## src/dmem_pkg.sv

```systemverilog
////////////////////////////////////////
// shared widths and types of the data memory path
// access size, bus protection and privilege codes
////////////////////////////////////////

`default_nettype none

package dmem_pkg;

  // data path fixed at one 32 bit word
  localparam int unsigned XLEN = 32;

  typedef logic [XLEN-1:0]   data_t;
  typedef logic [XLEN-1:0]   addr_t;
  // one enable per byte lane
  typedef logic [XLEN/8-1:0] be_t;

  ////////////////////////////////////////
  // access size
  ////////////////////////////////////////
  typedef logic [2:0] size_t;

  localparam size_t SIZE_BYTE  = 3'b000;
  localparam size_t SIZE_HWORD = 3'b001;
  localparam size_t SIZE_WORD  = 3'b010;
  // wider than the bus, always rejected as misaligned
  localparam size_t SIZE_DWORD = 3'b011;

  ////////////////////////////////////////
  // bus protection, one flag per bit
  ////////////////////////////////////////
  typedef logic [2:0] prot_t;

  localparam prot_t PROT_DATA = 3'b001;
  localparam prot_t PROT_USER = 3'b010;
  localparam prot_t PROT_PRIV = 3'b100;

  // privilege level of the hart
  typedef logic [1:0] prv_t;

  localparam prv_t PRV_U = 2'b00;
  localparam prv_t PRV_S = 2'b01;
  // 2'b10 reserved
  localparam prv_t PRV_M = 2'b11;

endpackage

`default_nettype wire

```

## src/dmem_lane_fmt.sv

```systemverilog
////////////////////////////////////////
// byte lane formatter between CPU and core stage
// store data replication, load data extraction
////////////////////////////////////////

`timescale 1ns/1ps
`default_nettype none

module dmem_lane_fmt (
  input  wire                  clk_i,
  input  wire                  rst_ni,
  // request from the CPU
  input  wire                  mem_req_i,
  input  wire dmem_pkg::addr_t mem_adr_i,
  input  wire dmem_pkg::size_t mem_size_i,
  input  wire                  mem_we_i,
  input  wire dmem_pkg::data_t mem_d_i,
  // response from the core stage
  input  wire dmem_pkg::data_t rsp_q_i,
  input  wire dmem_pkg::addr_t rsp_adr_i,
  input  wire dmem_pkg::size_t rsp_size_i,
  input  wire                  rsp_ack_i,
  input  wire                  rsp_err_i,
  // request toward the core stage
  output logic                 req_o,
  output dmem_pkg::addr_t      adr_o,
  output dmem_pkg::size_t      size_o,
  output logic                 we_o,
  output dmem_pkg::data_t      d_o,
  // response toward the CPU
  output dmem_pkg::data_t      mem_q_o,
  output logic                 mem_ack_o,
  output logic                 mem_err_o
);

  import dmem_pkg::*;

  // right shift that brings the addressed lane down to bit 0
  logic [4:0] lane_sh;
  data_t      rsp_shifted;

  // request control passes straight on
  assign req_o  = mem_req_i;
  assign adr_o  = mem_adr_i;
  assign size_o = mem_size_i;
  assign we_o   = mem_we_i;

  // replicate low byte / halfword so every enabled lane sees the data
  always_comb
  begin
    case (mem_size_i)
      SIZE_BYTE:  d_o = {4{mem_d_i[7:0]}};
      SIZE_HWORD: d_o = {2{mem_d_i[15:0]}};
      default:    d_o = mem_d_i;
    endcase
  end

  ////////////////////////////////////////
  // load path
  ////////////////////////////////////////
  assign lane_sh     = {rsp_adr_i[1:0], 3'b000};
  assign rsp_shifted = rsp_q_i >> lane_sh;

  // zero extended, sign handled by the CPU
  always_comb
  begin
    case (rsp_size_i)
      SIZE_BYTE:  mem_q_o = data_t'(rsp_shifted[7:0]);
      SIZE_HWORD: mem_q_o = data_t'(rsp_shifted[15:0]);
      default:    mem_q_o = rsp_shifted;
    endcase
  end

  assign mem_ack_o = rsp_ack_i;
  assign mem_err_o = rsp_err_i;

  // a response is either good or failed, never both
  a_ack_err_excl: assert property (@(posedge clk_i) disable iff (!rst_ni)
    !(rsp_ack_i && rsp_err_i))
    else $error("lane_fmt: ack and err together");

endmodule

`default_nettype wire

```

## src/dmem_nodcache_core.sv

```systemverilog
////////////////////////////////////////
// no data cache core stage
// alignment check, request hold register
// in-flight and discard counters, response gating
////////////////////////////////////////

`timescale 1ns/1ps
`default_nettype none

module dmem_nodcache_core #(
  parameter int unsigned DEPTH = 2
) (
  input  wire                  clk_i,
  input  wire                  rst_ni,
  // CPU side, store data already lane placed
  input  wire                  mem_req_i,
  input  wire dmem_pkg::addr_t mem_adr_i,
  input  wire dmem_pkg::size_t mem_size_i,
  input  wire                  mem_we_i,
  input  wire dmem_pkg::data_t mem_d_i,
  input  wire dmem_pkg::prv_t  st_prv_i,
  output logic                 mem_misaligned_o,
  output dmem_pkg::data_t      mem_q_o,
  output dmem_pkg::addr_t      mem_adr_o,
  output dmem_pkg::size_t      mem_size_o,
  output logic                 mem_ack_o,
  output logic                 mem_err_o,
  // BIU side
  output logic                 biu_stb_o,
  output dmem_pkg::addr_t      biu_adri_o,
  output dmem_pkg::size_t      biu_size_o,
  output logic                 biu_we_o,
  output dmem_pkg::prot_t      biu_prot_o,
  output dmem_pkg::data_t      biu_d_o,
  input  wire                  biu_stb_ack_i,
  input  wire dmem_pkg::data_t biu_q_i,
  input  wire dmem_pkg::addr_t biu_adro_i,
  input  wire dmem_pkg::size_t biu_sizeo_i,
  input  wire                  biu_ack_i,
  input  wire                  biu_err_i
);

  import dmem_pkg::*;

  // wide enough to hold DEPTH itself
  localparam int unsigned CNT_W = $clog2(DEPTH) + 1;

  logic             misaligned;
  logic             rsp;
  logic             deliver;

  // held request, payload only
  logic             hold_req;
  addr_t            hold_adr;
  size_t            hold_size;
  logic             hold_we;
  data_t            hold_d;

  logic [CNT_W-1:0] inflight;
  logic [CNT_W-1:0] discard;

  ////////////////////////////////////////
  // alignment
  ////////////////////////////////////////
  always_comb
  begin
    case (mem_size_i)
      SIZE_BYTE:  misaligned = 1'b0;
      SIZE_HWORD: misaligned = mem_adr_i[0];
      SIZE_WORD:  misaligned = |mem_adr_i[1:0];
      // doubleword does not fit the 32 bit bus
      SIZE_DWORD: misaligned = 1'b1;
      default:    misaligned = 1'b1;
    endcase
    // only a presented request can be misaligned
    misaligned = misaligned & mem_req_i;
  end

  // one cycle pulse after the bad request
  always_ff @(posedge clk_i or negedge rst_ni)
  begin
    if (!rst_ni)
      mem_misaligned_o <= 1'b0;
    else
      mem_misaligned_o <= misaligned;
  end

  ////////////////////////////////////////
  // request hold
  ////////////////////////////////////////
  // capture a fresh request, a waiting one stays stable
  always_ff @(posedge clk_i)
  begin
    if (mem_req_i && !hold_req)
    begin
      hold_adr  <= mem_adr_i;
      hold_size <= mem_size_i;
      hold_we   <= mem_we_i;
      hold_d    <= mem_d_i;
    end
  end

  always_ff @(posedge clk_i or negedge rst_ni)
  begin
    if (!rst_ni)
      hold_req <= 1'b0;
    else if (misaligned || mem_err_o)
      hold_req <= 1'b0;
    else
      hold_req <= (mem_req_i | hold_req) & ~biu_stb_ack_i;
  end

  assign biu_stb_o  = (mem_req_i | hold_req) & ~misaligned;
  assign biu_adri_o = hold_req ? hold_adr  : mem_adr_i;
  assign biu_size_o = hold_req ? hold_size : mem_size_i;
  assign biu_we_o   = hold_req ? hold_we   : mem_we_i;
  assign biu_d_o    = hold_req ? hold_d    : mem_d_i;

  // user or privileged data access
  assign biu_prot_o = PROT_DATA | ((st_prv_i == PRV_U) ? PROT_USER : PROT_PRIV);

  ////////////////////////////////////////
  // transfer counters
  ////////////////////////////////////////
  assign rsp = biu_ack_i | biu_err_i;

  // accepted minus completed
  always_ff @(posedge clk_i or negedge rst_ni)
  begin
    if (!rst_ni)
      inflight <= '0;
    else
    begin
      case ({biu_stb_ack_i, rsp})
        2'b10:   inflight <= inflight + 1'b1;
        2'b01:   inflight <= inflight - 1'b1;
        default: inflight <= inflight;
      endcase
    end
  end

  // responses still owed to the aborted stream
  // the one completing this cycle is already accounted for
  always_ff @(posedge clk_i or negedge rst_ni)
  begin
    if (!rst_ni)
      discard <= '0;
    else if (misaligned || mem_err_o)
    begin
      if (|inflight && rsp)
        discard <= inflight - 1'b1;
      else
        discard <= inflight;
    end
    else if (|discard && rsp)
      discard <= discard - 1'b1;
  end

  ////////////////////////////////////////
  // response to the CPU
  ////////////////////////////////////////
  assign deliver    = ~|discard & ~misaligned;
  assign mem_ack_o  = biu_ack_i & deliver;
  assign mem_err_o  = biu_err_i & deliver;
  assign mem_q_o    = biu_q_i;
  assign mem_adr_o  = biu_adro_i;
  assign mem_size_o = biu_sizeo_i;

  a_inflight_max: assert property (@(posedge clk_i) disable iff (!rst_ni)
    inflight <= CNT_W'(DEPTH))
    else $error("core: more than DEPTH transfers in flight");

  // a completion needs a transfer on the bus
  a_inflight_min: assert property (@(posedge clk_i) disable iff (!rst_ni)
    !(inflight == '0 && rsp && !biu_stb_ack_i))
    else $error("core: response with nothing in flight");

endmodule

`default_nettype wire

```

## src/dmem_biu.sv

```systemverilog
////////////////////////////////////////
// bus interface unit to the external word bus
// outstanding transfer queue, byte enables
////////////////////////////////////////

`timescale 1ns/1ps
`default_nettype none

module dmem_biu #(
  parameter int unsigned DEPTH = 2
) (
  input  wire                  clk_i,
  input  wire                  rst_ni,
  // core stage side
  input  wire                  biu_stb_i,
  input  wire dmem_pkg::addr_t biu_adri_i,
  input  wire dmem_pkg::size_t biu_size_i,
  input  wire                  biu_we_i,
  input  wire dmem_pkg::prot_t biu_prot_i,
  input  wire dmem_pkg::data_t biu_d_i,
  output logic                 biu_stb_ack_o,
  output dmem_pkg::data_t      biu_q_o,
  output dmem_pkg::addr_t      biu_adro_o,
  output dmem_pkg::size_t      biu_sizeo_o,
  output logic                 biu_ack_o,
  output logic                 biu_err_o,
  // external bus
  output logic                 bus_req_o,
  output dmem_pkg::addr_t      bus_adr_o,
  output logic                 bus_we_o,
  output dmem_pkg::be_t        bus_be_o,
  output dmem_pkg::prot_t      bus_prot_o,
  output dmem_pkg::data_t      bus_d_o,
  input  wire                  bus_gnt_i,
  input  wire                  bus_rvalid_i,
  input  wire dmem_pkg::data_t bus_rdata_i,
  input  wire                  bus_err_i
);

  import dmem_pkg::*;

  localparam int unsigned PTR_W = (DEPTH > 1) ? $clog2(DEPTH) : 1;
  localparam int unsigned CNT_W = $clog2(DEPTH + 1);

  // address and size of each granted transfer, oldest at rd_ptr
  addr_t            q_adr  [DEPTH];
  size_t            q_size [DEPTH];
  logic [PTR_W-1:0] wr_ptr;
  logic [PTR_W-1:0] rd_ptr;
  logic [CNT_W-1:0] count;
  logic             full;
  logic             push;
  logic             pop;

  ////////////////////////////////////////
  // address phase
  ////////////////////////////////////////
  assign full      = (count == CNT_W'(DEPTH));
  assign bus_req_o = biu_stb_i & ~full;
  // accepted in the grant cycle
  assign push          = bus_req_o & bus_gnt_i;
  assign biu_stb_ack_o = push;

  // word address, lanes chosen by the enables
  assign bus_adr_o  = {biu_adri_i[XLEN-1:2], 2'b00};
  assign bus_we_o   = biu_we_i;
  assign bus_prot_o = biu_prot_i;
  assign bus_d_o    = biu_d_i;

  always_comb
  begin
    case (biu_size_i)
      SIZE_BYTE:  bus_be_o = be_t'(4'b0001 << biu_adri_i[1:0]);
      SIZE_HWORD: bus_be_o = be_t'(4'b0011 << {biu_adri_i[1], 1'b0});
      SIZE_WORD:  bus_be_o = 4'b1111;
      default:    bus_be_o = 4'b0000;
    endcase
  end

  ////////////////////////////////////////
  // outstanding queue
  ////////////////////////////////////////
  assign pop = bus_rvalid_i;

  always_ff @(posedge clk_i)
  begin
    if (push)
    begin
      q_adr[wr_ptr]  <= biu_adri_i;
      q_size[wr_ptr] <= biu_size_i;
    end
  end

  // pointers wrap at DEPTH, which need not be a power of two
  always_ff @(posedge clk_i or negedge rst_ni)
  begin
    if (!rst_ni)
    begin
      wr_ptr <= '0;
      rd_ptr <= '0;
      count  <= '0;
    end
    else
    begin
      if (push)
        wr_ptr <= (wr_ptr == PTR_W'(DEPTH - 1)) ? '0 : wr_ptr + 1'b1;
      if (pop)
        rd_ptr <= (rd_ptr == PTR_W'(DEPTH - 1)) ? '0 : rd_ptr + 1'b1;
      case ({push, pop})
        2'b10:   count <= count + 1'b1;
        2'b01:   count <= count - 1'b1;
        default: count <= count;
      endcase
    end
  end

  ////////////////////////////////////////
  // response phase, in order
  ////////////////////////////////////////
  assign biu_q_o     = bus_rdata_i;
  assign biu_adro_o  = q_adr[rd_ptr];
  assign biu_sizeo_o = q_size[rd_ptr];
  assign biu_ack_o   = bus_rvalid_i & ~bus_err_i;
  assign biu_err_o   = bus_rvalid_i & bus_err_i;

  // every response must belong to an earlier grant
  a_rsp_queued: assert property (@(posedge clk_i) disable iff (!rst_ni)
    bus_rvalid_i |-> count != '0)
    else $error("biu: response with empty queue");

endmodule

`default_nettype wire

```

## src/dmem_top.sv

```systemverilog
////////////////////////////////////////
// data memory path without data cache
// lane formatter, core stage and BIU
////////////////////////////////////////

`timescale 1ns/1ps
`default_nettype none

module dmem_top #(
  parameter int unsigned DEPTH = 2
) (
  input  wire                  clk_i,
  input  wire                  rst_ni,
  // CPU side
  input  wire                  mem_req_i,
  input  wire dmem_pkg::addr_t mem_adr_i,
  input  wire dmem_pkg::size_t mem_size_i,
  input  wire                  mem_we_i,
  input  wire dmem_pkg::data_t mem_d_i,
  input  wire dmem_pkg::prv_t  st_prv_i,
  output dmem_pkg::data_t      mem_q_o,
  output logic                 mem_ack_o,
  output logic                 mem_err_o,
  output logic                 mem_misaligned_o,
  // external bus
  output logic                 bus_req_o,
  output dmem_pkg::addr_t      bus_adr_o,
  output logic                 bus_we_o,
  output dmem_pkg::be_t        bus_be_o,
  output dmem_pkg::prot_t      bus_prot_o,
  output dmem_pkg::data_t      bus_d_o,
  input  wire                  bus_gnt_i,
  input  wire                  bus_rvalid_i,
  input  wire dmem_pkg::data_t bus_rdata_i,
  input  wire                  bus_err_i
);

  import dmem_pkg::*;

  // formatter to core stage
  logic  fmt_req;
  addr_t fmt_adr;
  size_t fmt_size;
  logic  fmt_we;
  data_t fmt_d;

  // core stage back to formatter
  data_t rsp_q;
  addr_t rsp_adr;
  size_t rsp_size;
  logic  rsp_ack;
  logic  rsp_err;

  // core stage to BIU
  logic  biu_stb;
  addr_t biu_adri;
  size_t biu_size;
  logic  biu_we;
  prot_t biu_prot;
  data_t biu_d;

  // BIU back to core stage
  logic  biu_stb_ack;
  data_t biu_q;
  addr_t biu_adro;
  size_t biu_sizeo;
  logic  biu_ack;
  logic  biu_err;

  dmem_lane_fmt u_lane_fmt (
    .clk_i     (clk_i),      .rst_ni    (rst_ni),
    .mem_req_i (mem_req_i),  .mem_adr_i (mem_adr_i),  .mem_size_i (mem_size_i),
    .mem_we_i  (mem_we_i),   .mem_d_i   (mem_d_i),
    .rsp_q_i   (rsp_q),      .rsp_adr_i (rsp_adr),    .rsp_size_i (rsp_size),
    .rsp_ack_i (rsp_ack),    .rsp_err_i (rsp_err),
    .req_o     (fmt_req),    .adr_o     (fmt_adr),    .size_o     (fmt_size),
    .we_o      (fmt_we),     .d_o       (fmt_d),
    .mem_q_o   (mem_q_o),    .mem_ack_o (mem_ack_o),  .mem_err_o  (mem_err_o)
  );

  dmem_nodcache_core #(
    .DEPTH (DEPTH)
  ) u_core (
    .clk_i            (clk_i),            .rst_ni        (rst_ni),
    .mem_req_i        (fmt_req),          .mem_adr_i     (fmt_adr),
    .mem_size_i       (fmt_size),         .mem_we_i      (fmt_we),
    .mem_d_i          (fmt_d),            .st_prv_i      (st_prv_i),
    .mem_misaligned_o (mem_misaligned_o), .mem_q_o       (rsp_q),
    .mem_adr_o        (rsp_adr),          .mem_size_o    (rsp_size),
    .mem_ack_o        (rsp_ack),          .mem_err_o     (rsp_err),
    .biu_stb_o        (biu_stb),          .biu_adri_o    (biu_adri),
    .biu_size_o       (biu_size),         .biu_we_o      (biu_we),
    .biu_prot_o       (biu_prot),         .biu_d_o       (biu_d),
    .biu_stb_ack_i    (biu_stb_ack),      .biu_q_i       (biu_q),
    .biu_adro_i       (biu_adro),         .biu_sizeo_i   (biu_sizeo),
    .biu_ack_i        (biu_ack),          .biu_err_i     (biu_err)
  );

  dmem_biu #(
    .DEPTH (DEPTH)
  ) u_biu (
    .clk_i         (clk_i),        .rst_ni       (rst_ni),
    .biu_stb_i     (biu_stb),      .biu_adri_i   (biu_adri),
    .biu_size_i    (biu_size),     .biu_we_i     (biu_we),
    .biu_prot_i    (biu_prot),     .biu_d_i      (biu_d),
    .biu_stb_ack_o (biu_stb_ack),  .biu_q_o      (biu_q),
    .biu_adro_o    (biu_adro),     .biu_sizeo_o  (biu_sizeo),
    .biu_ack_o     (biu_ack),      .biu_err_o    (biu_err),
    .bus_req_o     (bus_req_o),    .bus_adr_o    (bus_adr_o),
    .bus_we_o      (bus_we_o),     .bus_be_o     (bus_be_o),
    .bus_prot_o    (bus_prot_o),   .bus_d_o      (bus_d_o),
    .bus_gnt_i     (bus_gnt_i),    .bus_rvalid_i (bus_rvalid_i),
    .bus_rdata_i   (bus_rdata_i),  .bus_err_i    (bus_err_i)
  );

endmodule

`default_nettype wire

```

## config.mk

```make
export PLATFORM = sky130hd
export DESIGN_NAME = dmem_top
export DESIGN_NICKNAME = d
export VERILOG_FILES = /design/src/dmem_pkg.sv /design/src/dmem_lane_fmt.sv /design/src/dmem_nodcache_core.sv /design/src/dmem_biu.sv /design/src/dmem_top.sv
export SDC_FILE = /design/constraint.sdc
export NUM_CORES = 1
export LEC_CHECK = 0
export ABC_AREA = 1
export ABC_CLOCK_PERIOD_IN_PS = 6500
export BUFFER_PORTS_ARGS = -buffer_cell sky130_fd_sc_hd__buf_2
export CORE_MARGIN = 5
export CORE_UTILIZATION = 26
export CTS_BUF_LIST = sky130_fd_sc_hd__clkbuf_16
export DETAILED_ROUTE_END_ITERATION = 10
export PLACE_DENSITY_LB_ADDON = 0.2
export SETUP_SLACK_MARGIN = 0.5
export SLEW_MARGIN = 15
export SYNTH_ARGS = -nofsm -noshare
export SYNTH_HDL_FRONTEND = slang
export SYNTH_SLANG_ARGS = --single-unit
```

## constraint.sdc

```tcl
create_clock -name clk_i -period 6.5 [get_ports clk_i]
set_clock_uncertainty 0.05 [all_clocks]
set_input_delay 1.3 -clock clk_i [delete_from_list [all_inputs] [get_ports clk_i]]
set_output_delay 1.3 -clock clk_i [all_outputs]
set_load 0.01 [all_outputs]
```

==> out/metrics.csv, run 1 <==
stage;metric;value;unit
grt;largest_net_degree_at_the_start_of_global_routing;75;
timing;slew_headroom;0.475;
final_layout;post_layout_net_count;911;
synthesis;synthesized_flop_and_latch_total;88;
cts;clock_tree_from_tritoncts;yes;
synthesis;synth_largest_area_cell;sky130_fd_sc_hd__edfxtp_1;
routing;routed-via-count;4541;
final_layout;layoutNonFillerInstCount;1070;
floorplan;placementRows;51;
grt;global_route_wire_length_before_repair;22.5;mm
grt;antenna_violations_before_repair;5;
grt;grt-busiest-layer;met2;
floorplan;die_width;150;um
synthesis;synth_cell_types;31;
synthesis;syn-instance-count;633;
synthesis;synth-seq-area-share;0.507;
floorplan;placeableCoreArea;0.0194;sq mm
floorplan;start_util;0.264;
routing;routedWlPerCell;13.6;um
timing;maxSlewViolCount;0;
synthesis;syn_area;0.00512;sq mm
grt;via_count_of_the_first_global_routing_pass;4435;
routing;detail-route-antenna-nets;0;
worst_hold_path;worst_hold_end;u_core.inflight[0];
critical_path;startpoint_type;primary input;
pwr;power_per_cell_area;340;mW/mm^2
timing;finalSetupViolCount;0;
pwr;static_leakage;3.16;nW
critical_path;worst_r2r_startpoint;u_core.hold_req;
floorplan;vertical_die_dimension;150;um
final_layout;fillers;2140;
critical_path;worst_r2r_endpoint;u_biu.count[1];
grt;overflow;0;
cts;ctsHoldBuffers;0;
placed_design;place_hpwl;10.8;mm
cts;cts_buffers;9;
placed_design;gp_routability_congestion;0.778;
critical_path;timing.critical_path.fanout_max;34;
timing;layout_worst_path_cycle_share;0.633;
pwr;peakVddDrop;0.000112;V
routing;detail_route.iter0.violations;204;
synthesis;avgSynthCellArea;8.08;sq um
critical_path;required_time_at_the_endpoint_of_the_critical_path;5150;ps
cts;clk_transition_reported_paths;60;ps
critical_path;worst-r2r-setup-slack;4040;ps
final_layout;utilization;0.331;
timing;rsz0062_at_grt;false;
routing;drt_pass1_iterations;5;
critical_path;reg2regPathDepth;8;
timing;worst-slew-pin-transition;787;ps
grt;grt.met2_usage;0.201;
routing;totalWireLength;14.5;mm
worst_hold_path;min_from;u_core.inflight[0];
cts;htree_num_levels;3;
cts;cts_repair_resize_count;0;
timing;period_minus_slack;4110;ps
synthesis;yosys_warnings;0;
cts;postCtsSetupBuffers;0;
cts;cts.sinks;88;
critical_path;cp-end-kind;output port;
routing;route.detailed.vias_per_inst;4.24;
timing;final_hold_viol_count;0;
synthesis;synth.top_cells.by_area;sky130_fd_sc_hd__edfxtp_1 (46%), sky130_fd_sc_hd__nand2_1 (19%), sky130_fd_sc_hd__buf_4 (5.4%);
final_layout;area.growth.synth_to_final;25.4;%
worst_hold_path;timing.hold.worst.class;flip-flop to flip-flop;
job;maxCapViolations;0;
grt;grt_use_met1;0.154;
routing;total_drc_errors_in_the_routed_layout;0;
timing;max_freq;243;MHz
floorplan;dieArea;0.0226;sq mm
placed_design;post-place-cells;1053;
outcome;status;complete, no violations;
critical_path;worstSetupPathType;primary input to output port;
synthesis;synthDominantCellAreaShare;0.458;
cts;clock_tree.root_cell;sky130_fd_sc_hd__clkbuf_16;
worst_hold_path;holdPathStages;1;
placed_design;port_buffers;212;
cts;max-clock-path-buffers;2;
grt;global_route.usage.total;0.126;
grt;grtUsageMet3;0.0536;
critical_path;worst-endpoint-arrival;2760;ps
cts;clk-insertion-delay-late;340;ps
final_layout;fraction_of_final_layout_cells_with_drive_strength_greater_than_1;0.308;
timing;tns;0;ps
floorplan;floorplan.io_pins;216;
synthesized netlist by cell type, drive strengths merged:
| master | number |
|---|---|
| o22ai | 8 |
| buf | 54 |
| dfrtp | 10 |
| clkbuf | 8 |
| o211ai | 2 |
| nand4 | 1 |
| nor3 | 10 |
| xor2 | 4 |
| a31oi | 8 |
| nor2 | 49 |
| nand3 | 23 |
| a21oi | 13 |
| o21ai | 54 |
| xnor2 | 3 |
| inv | 46 |
| a21boi | 1 |
| ha | 4 |
| edfxtp | 78 |
| nand2 | 255 |
| conb | 2 |
where the power goes:
| group | internal, mW | switching (mW) | total (mW) | leakage, nW |
|---|---|---|---|---|
| Combinational | 0.332 | 0.606 | 0.937 | 2.17 |
| Clock | 0.263 | 0.233 | 0.496 | 0.129 |
| Sequential | 0.714 | 0.0319 | 0.746 | 0.860 |
| Total | 1.31 | 0.871 | 2.18 | 3.16 |
sequential cells by signal, summed over array words and instances (netlist names):
register	count
u_biu.q_size	6
u_core.inflight	2
u_core.mem_misaligned_o	1
u_core.discard	2
u_biu.count	2
u_core.hold_req	1
u_core.hold_adr	32
u_core.hold_we	1
u_core.hold_d	32
u_biu.rd_ptr	1
u_biu.wr_ptr	1
u_biu.q_adr	4
u_core.hold_size	3
worst max-delay path by stage:
stage | end | cells past startpoint | start
after floorplan | u_core.hold_adr[0] | 2 | mem_req_i
after global placement | bus_d_o[25] | 9 | mem_size_i[1]
after detailed placement | bus_d_o[25] | 9 | mem_size_i[1]
after CTS | bus_d_o[25] | 9 | mem_size_i[1]
after global routing | bus_d_o[25] | 9 | mem_size_i[1]
final | bus_d_o[25] | 9 | mem_size_i[1]
per-stage QoR:
| stage | power (mW) | setup WS, ps | cell area, sq um | hold slack, ps |
|---|---|---|---|---|
| floorplan | 1.45 | 1740 | 5120 | 392 |
| global placement | 1.72 | 2380 | 6140 | 413 |
| detailed placement | 1.71 | 2370 | 6140 | 410 |
| CTS | 2.22 | 2360 | 6410 | 427 |
| global route | 2.37 | 2200 | 6420 | 448 |
| finish | 2.18 | 2390 | 6420 | 425 |
critical path, cell delays in order:
cell and delay, ps:
sky130_fd_sc_hd__buf_2 110, sky130_fd_sc_hd__nor2_1 170, sky130_fd_sc_hd__inv_2 240, sky130_fd_sc_hd__nor2_2 390, sky130_fd_sc_hd__nand2_1 170, sky130_fd_sc_hd__nand3_1 130
sky130_fd_sc_hd__nand2_1 60, sky130_fd_sc_hd__nand2_1 70, sky130_fd_sc_hd__buf_2 120
logic make-up (layout without fill, tap and decap cells):
logic type / count (synthesis) / count (layout) / synth area share
AO/OA/AOI/OAI: 86 / 86 / 0.0902
buffers and inverters: 108 / 278 / 0.115
other: 2 / 4 / 0.00147
XOR/XNOR: 7 / 7 / 0.0120
flip-flops: 88 / 88 / 0.507
adder cells (fa/ha/maj): 4 / 4 / 0.00978
AND/OR/NAND/NOR: 338 / 338 / 0.265
final cells by class:
| cell class | count | area (sq um) | share of cell area |
|---|---|---|---|
| timing repair buffer | 216 | 1090 | 0.170 |
| clock inverter | 7 | 53.8 | 0.00838 |
| clock buffer | 9 | 225 | 0.0351 |
| antenna | 1 | 2.50 | 0.000390 |
| inverter | 46 | 173 | 0.0269 |
| tap | 265 | 332 | 0.0517 |
| sequential | 88 | 2590 | 0.404 |
| multi-input combinational | 438 | 1950 | 0.303 |
metal layers:
| layer | up-vias | wire length, um |
|---|---|---|
| li1 | 2360 | - |
| met1 | 1970 | 6140 |
| met5 | - | 45 |
| met4 | 8 | 242 |
| met3 | 19 | 1710 |
| met2 | 184 | 6390 |
cell usage in the layout, fill, tap and decap left out:
master / instances
sky130_fd_sc_hd__nand2_1: 253
sky130_fd_sc_hd__nor3_1: 7
sky130_fd_sc_hd__diode_2: 1
sky130_fd_sc_hd__buf_4: 4
sky130_fd_sc_hd__nand2_4: 1
sky130_fd_sc_hd__edfxtp_1: 78
sky130_fd_sc_hd__o21ai_2: 1
sky130_fd_sc_hd__clkbuf_16: 9
sky130_fd_sc_hd__conb_1: 3
sky130_fd_sc_hd__dfrtp_1: 9
sky130_fd_sc_hd__o22ai_1: 8
sky130_fd_sc_hd__nor2_1: 46
sky130_fd_sc_hd__nand2_2: 1
sky130_fd_sc_hd__o211ai_1: 2
sky130_fd_sc_hd__dfrtp_2: 1
sky130_fd_sc_hd__buf_2: 212
sky130_fd_sc_hd__clkinvlp_4: 3
sky130_fd_sc_hd__xnor2_1: 3
sky130_fd_sc_hd__inv_6: 3
sky130_fd_sc_hd__a21oi_1: 13
sky130_fd_sc_hd__nand3_4: 1
sky130_fd_sc_hd__nor2_2: 2
sky130_fd_sc_hd__a21boi_0: 1
sky130_fd_sc_hd__ha_1: 4
sky130_fd_sc_hd__o21ai_1: 5
sky130_fd_sc_hd__xor2_1: 4
sky130_fd_sc_hd__nor2_4: 1
sky130_fd_sc_hd__nand4_1: 1
sky130_fd_sc_hd__inv_1: 41
sky130_fd_sc_hd__nand3_1: 22
sky130_fd_sc_hd__a31oi_1: 8
sky130_fd_sc_hd__clkinv_2: 1
sky130_fd_sc_hd__inv_2: 5
sky130_fd_sc_hd__o21ai_0: 48
sky130_fd_sc_hd__nor3_2: 3
No activity file was read; power rests on OpenSTA's default activity.
==> run 2, diff against run 1 <==
- ABC_CLOCK_PERIOD_IN_PS: 6500 -> 4120
- clock period: 6.5 -> 4.12 ns (I/O delays scaled with it)
==> run 2 against run 1 <==
  * Critical path depth down 5
  * Critical path type is now flip-flop to output port
  * Sequential share of layout area is essentially flat
  * Cell count hardly changed
  * Design area barely moved
  * Non-clock buffer count unchanged
  * Sequential cell count stayed put
  * Highest routed layer unchanged
==> out/metrics.csv, run 2 (synthesis gave the netlist of run 1 again) <==
stage;metric;value;unit;change
routing;detail_route.iter0.violations;232;;+14%
routing;highest-signal-layer;met5;;
floorplan;floorplan.io_pins;216;;unchanged
routing;routed-wl-met3;1.60;mm;-6.3%
floorplan;die_width;150;um;unchanged
placed_design;place_hpwl;11.1;mm;+2.4%
cts;cts_buffers;9;;unchanged
final_layout;final_cell_mix;sky130_fd_sc_hd__nand2_1 (253), sky130_fd_sc_hd__buf_2 (212), sky130_fd_sc_hd__edfxtp_1 (78);;
cts;clk_transition_reported_paths;60;ps;about the same
critical_path;startpoint_type;flip-flop;;
placed_design;place_area;0.00616;sq mm;+0.41%
grt;via_count_of_the_first_global_routing_pass;4515;;+1.8%
cts;postCtsSetupBuffers;0;;unchanged
routing;drt_pass1_iterations;6;;+1
final_layout;fillers;2126;;-0.65%
final_layout;largest_registers;u_core.hold_adr (32), u_core.hold_d (32), u_biu.q_size (6);;
timing;max_freq;307;MHz;
floorplan;placeableCoreArea;0.0194;sq mm;unchanged
timing;slew_headroom;0.334;;-0.141
floorplan;dieArea;0.0226;sq mm;unchanged
timing;layout_worst_path_cycle_share;0.790;;
final_layout;layout.cells.most_common;sky130_fd_sc_hd__nand2_1;;
critical_path;timing.critical_path.fanout_max;26;;-24%
floorplan;placementRows;51;;unchanged
pwr;switching_share;0.398;;-0.00161
critical_path;worstSetupPathType;flip-flop to output port;;
pwr;p_seq_frac;0.351;;+0.009
timing;period_minus_slack;3250;ps;
pwr;static_leakage;3.17;nW;+0.33%
critical_path;worst-endpoint-arrival;2380;ps;-380 ps
cts;clk-insertion-delay-late;340;ps;about the same
pwr;power.switching;1.36;mW;+56%
critical_path;cp-end-kind;output port;;
cts;clock_tree_from_tritoncts;yes;;
pwr;comb_power_share;0.432;;+0.002
timing;finalSetupViolCount;0;;unchanged
floorplan;start_util;0.264;;unchanged
timing;maxSlewViolCount;0;;unchanged
final_layout;seq_area;0.00259;sq mm;unchanged
routing;total_drc_errors_in_the_routed_layout;0;;unchanged
cts;ctsHoldBuffers;0;;unchanged
final_layout;fraction_of_final_layout_cells_with_drive_strength_greater_than_1;0.304;;-0.00460
grt;largest_net_degree_at_the_start_of_global_routing;64;;-15%
timing;final_hold_viol_count;0;;unchanged
routing;wl_met1;6.57;mm;+7.0%
pwr;p_int;2.05;mW;+57%
grt;global_route_wire_length_before_repair;23.4;mm;+4.1%
final_layout;final_design_area_no_fill;0.00642;sq mm;about the same
final_layout;multi_input_area;0.00195;sq mm;unchanged
cts;max-clock-path-buffers;2;;unchanged
pwr;power_per_cell_area;531;mW/mm^2;+56%
pwr;peakVddDrop;0.000227;V;+100%
outcome;status;complete, no violations;;
grt;overflow;0;;unchanged
placed_design;gp_routability_congestion;0.798;;+2.6%
timing;setup_ws;865;ps;-1520 ps
pwr;report.power.total;3.41;mW;+56%
timing;tns;0;ps;unchanged
timing;rsz0062_at_grt;false;;
routing;routedWlPerCell;14.1;um;+3.5%
routing;totalWireLength;15.0;mm;+3.4%
routing;detail-route-antenna-nets;0;;unchanged
cts;cts_repair_resize_count;0;;unchanged
routing;wl_met2;6.62;mm;+3.5%
cts;htree_num_levels;3;;unchanged
routing;routed-via-count;4596;;+1.2%
cts;cts.sinks;88;;unchanged
pwr;share_clk_of_total_power;0.217;;-0.011
worst_hold_path;timing.hold.worst.class;primary input to async pin;;
placed_design;port_buffers;212;;unchanged
grt;antenna_violations_before_repair;1;;-4
critical_path;required_time_at_the_endpoint_of_the_critical_path;3250;ps;-1900 ps
placed_design;post-place-ws;918;ps;-1450 ps
grt;global_route.usage.total;0.132;;+0.00649
final_layout;area.growth.synth_to_final;25.5;%;about the same
floorplan;vertical_die_dimension;150;um;unchanged
routing;route.detailed.vias_per_inst;4.30;;+1.3%
timing;worst-slew-pin-transition;999;ps;+211 ps
job;maxCapViolations;0;;unchanged
final_layout;post_layout_net_count;911;;unchanged
cts;clock_tree.root_cell;sky130_fd_sc_hd__clkbuf_16;;
==> run 2: cell type report <==
type | instances | area share
Inverter | 46 | 0.0269
Antenna cell | 1 | 0.000390
Tap cell | 265 | 0.0516
Clock inverter | 6 | 0.00487
Clock buffer | 9 | 0.0351
Timing Repair Buffer | 216 | 0.174
Sequential cell | 88 | 0.404
Multi-Input combinational cell | 438 | 0.303
==> run 2: through the flow <==
step / hold WS [ps] / utilization / instances
floorplan: 392 / - / 634
global placement: 407 / 0.318 / 1053
detailed placement: 409 / 0.318 / 1053
CTS: 292 / 0.331 / 1068
global route: 299 / 0.331 / 1068
finish: 298 / 0.331 / 1069
==> run 2: power by group through the flow <==
stage | Sequential [mW] | Combinational [mW] | Clock (mW)
floorplan | 1.19 | 1.09 | 0
global placement | 1.21 | 1.51 | 0
finish | 1.20 | 1.47 | 0.738
global route | 1.21 | 1.68 | 0.801
detailed placement | 1.22 | 1.50 | 0
CTS | 1.20 | 1.50 | 0.766
==> run 2: worst max-delay path: stages, from the launching register on <==
cell and delay (ps):
sky130_fd_sc_hd__dfrtp_1 450, sky130_fd_sc_hd__o21ai_2 820, sky130_fd_sc_hd__nand3_4 380, sky130_fd_sc_hd__nor3_1 230
sky130_fd_sc_hd__buf_2 160
==> run 2: per-layer routing <==
layer / vias to the layer above / GRT usage
met5: - / 0
li1: 2365 / -
met1: 2026 / 0.162
met2: 186 / 0.213
met4: 2 / 0.0435
met3: 17 / 0.0506
==> run 2: worst paths after layout <==
check                                   startpoint  cells past startpoint                      end  slack (ps)
worst max-delay path                  u_biu.rd_ptr                      4              mem_q_o[24]         870
worst min-delay path                        rst_ni                      1  u_core.mem_misaligned_o         300
worst max register to register     u_core.hold_req                      7           u_biu.count[1]        1890
worst min register to register  u_core.inflight[0]                      1       u_core.inflight[0]         420
max in group asynchronous                   rst_ni                      1          u_core.hold_req        3490
min in group clk_i              u_core.inflight[0]                      1       u_core.inflight[0]         420
==> run 3, diff against run 2 <==
- ABC_CLOCK_PERIOD_IN_PS: 4120 -> 2750
- clock period: 4.12 -> 2.75 ns (I/O delays scaled with it)
==> run 3 against run 2 <==
  * Register-to-register slack got worse by 1200 ps
  * Sequential cell count unchanged
  * Sequential share of layout area decreased by 4.6 points
  * Die area unchanged
  * Combinational power grew 100%
  * Cell count is 2.8% higher
  * Largest power group unchanged
  * Clock-buffer cell count stayed put
  * Highest routed layer unchanged
==> out/metrics.csv, run 3 (synthesis gave the netlist of run 1 again) <==
stage;metric;value;unit;change
routing;route.detailed.vias_per_inst;4.41;;+2.7%
critical_path;worst_r2r_endpoint;u_biu.count[1];;
timing;finalSetupViolCount;0;;unchanged
routing;total_drc_errors_in_the_routed_layout;0;;unchanged
cts;cts.sinks;88;;unchanged
cts;htree_num_levels;3;;unchanged
placed_design;port_buffers;212;;unchanged
cts;clk-insertion-delay-late;340;ps;about the same
critical_path;cp-end-kind;output port;;
timing;max_freq;430;MHz;
critical_path;reg2regPathDepth;8;;+1
critical_path;worst-r2r-setup-slack;650;ps;-1240 ps
final_layout;final_cell_mix;sky130_fd_sc_hd__nand2_1 (233), sky130_fd_sc_hd__buf_2 (209), sky130_fd_sc_hd__edfxtp_1 (78);;
cts;cts_buffers;9;;unchanged
critical_path;worstSetupPathType;flip-flop to output port;;
final_layout;num_antenna_cells;0;;-1
timing;setup_ws;425;ps;-440 ps
routing;routed-via-count;4851;;+5.5%
critical_path;startpoint_type;flip-flop;;
pwr;p_int;3.59;mW;+75%
final_layout;largest_registers;u_core.hold_adr (32), u_core.hold_d (32), u_biu.q_size (6);;
timing;layout_worst_path_cycle_share;0.845;;
placed_design;gp_routability_congestion;0.804;;+0.76%
critical_path;worst_r2r_startpoint;u_core.hold_req;;
final_layout;post_layout_net_count;941;;+3.3%
critical_path;worst-endpoint-arrival;1730;ps;-650 ps
grt;antenna_violations_before_repair;2;;+1
floorplan;placementRows;51;;unchanged
pwr;power_per_cell_area;828;mW/mm^2;+56%
floorplan;dieArea;0.0226;sq mm;unchanged
routing;drt_pass1_iterations;6;;unchanged
cts;clock_tree_from_tritoncts;yes;;
floorplan;die_width;150;um;unchanged
cts;max-clock-path-buffers;2;;unchanged
routing;detail_route.iter0.violations;167;;-28%
pwr;static_leakage;3.48;nW;+10%
final_layout;fraction_of_final_layout_cells_with_drive_strength_greater_than_1;0.412;;+0.109
outcome;status;complete, no violations;;
grt;global_route.usage.total;0.139;;+0.00707
final_layout;layout.cells.most_common;sky130_fd_sc_hd__nand2_1;;
pwr;p_seq_frac;0.297;;-0.054
floorplan;vertical_die_dimension;150;um;unchanged
placed_design;place_hpwl;11.0;mm;-0.64%
cts;clk_transition_reported_paths;70;ps;about the same
critical_path;critical_path.startpoint;u_biu.rd_ptr;;
final_layout;area.growth.synth_to_final;41.6;%;
routing;routedWlPerCell;15.1;um;+7.8%
timing;final_hold_viol_count;0;;unchanged
cts;clock_tree.root_cell;sky130_fd_sc_hd__clkbuf_16;;
timing;period_minus_slack;2330;ps;
routing;totalWireLength;16.6;mm;+11%
final_layout;fillers;2073;;-2.5%
grt;global_route_wire_length_before_repair;24.7;mm;+5.6%
pwr;comb_power_share;0.494;;+0.062
grt;overflow;0;;unchanged
grt;largest_net_degree_at_the_start_of_global_routing;62;;-3.1%
placed_design;post-place-ws;320;ps;-598 ps
grt;via_count_of_the_first_global_routing_pass;4773;;+5.7%
pwr;power.switching;2.41;mW;+78%
floorplan;placeableCoreArea;0.0194;sq mm;unchanged
worst_hold_path;timing.hold.worst.class;primary input to async pin;;
critical_path;timing.critical_path.fanout_max;12;;-54%
pwr;share_clk_of_total_power;0.210;;-0.007
timing;rsz0062_at_grt;true;;
cts;ctsHoldBuffers;0;;unchanged
critical_path;required_time_at_the_endpoint_of_the_critical_path;2150;ps;-1100 ps
pwr;switching_share;0.401;;+0.00315
timing;tns;0;ps;unchanged
routing;detail-route-antenna-nets;0;;unchanged
timing;fin_worst_hold_slack;22.4;ps;-276 ps
floorplan;start_util;0.264;;unchanged
pwr;report.power.total;6.00;mW;+76%
job;maxCapViolations;0;;unchanged
pwr;peakVddDrop;0.000279;V;+23%
timing;maxSlewViolCount;0;;unchanged
floorplan;floorplan.io_pins;216;;unchanged
==> run 3: metrics by stage <==
step / utilization / std cells / cell area, sq um
detailed placement: 0.320 / 1058 / 6200
global route: 0.374 / 1099 / 7250
finish: 0.374 / 1099 / 7250
floorplan: - / 634 / 5150
CTS: 0.363 / 1097 / 7040
global placement: 0.320 / 1058 / 6200
==> run 3: cell type report <==
class | instances | area, sq um | area share
clock buffers | 9 | 225 | 0.0311
well taps | 265 | 332 | 0.0458
inverters | 46 | 203 | 0.0280
clock inverters | 7 | 78.8 | 0.0109
multi-input cells | 441 | 2320 | 0.320
flip-flops and latches | 88 | 2590 | 0.358
repair buffers | 243 | 1490 | 0.206
==> run 3: what timing repair did <==
action / in CTS / in global routing
pin swaps: 20 / 16
gates resized for setup: 96 / 52
setup buffers: 16 / 0
endpoints found under the setup margin: 93 / 89
cloned: 7 / 2
hold endpoints to repair: 0 / 0
==> run 3: power groups by stage <==
stage / registers (mW) / clock network, mW / logic [mW]
final: 1.78 / 1.26 / 2.96
after global routing: 1.80 / 1.36 / 3.26
after CTS: 1.78 / 1.31 / 2.86
after detailed placement: 1.80 / 0 / 2.30
after global placement: 1.80 / 0 / 2.31
after floorplan: 1.78 / 0 / 1.65
==> run 3: routing by layer <==
| metal | GRT usage | part of all wire |
|---|---|---|
| met5 | 0 | 0.00084 |
| met4 | 0.0467 | 0.020 |
| met3 | 0.0476 | 0.092 |
| met2 | 0.225 | 0.45 |
| met1 | 0.174 | 0.44 |
==> run 3: worst max-delay path, cell delays in order, from the launching register on <==
cell and delay [ps]:
sky130_fd_sc_hd__dfrtp_2 470, sky130_fd_sc_hd__o21ai_4 280, sky130_fd_sc_hd__buf_4 280, sky130_fd_sc_hd__nand2_1 80
sky130_fd_sc_hd__a21oi_1 130, sky130_fd_sc_hd__buf_2 150
==> run 3: worst max path at each step <==
stage / endpoint / slack, ps
5_1_grt: mem_q_o[15] / 330
3_5_place_dp: bus_d_o[8] / 320
3_3_place_gp: bus_d_o[13] / 320
4_1_cts: mem_q_o[2] / 430
6_report: mem_q_o[15] / 420
2_1_floorplan: u_core.hold_adr[0] / 510
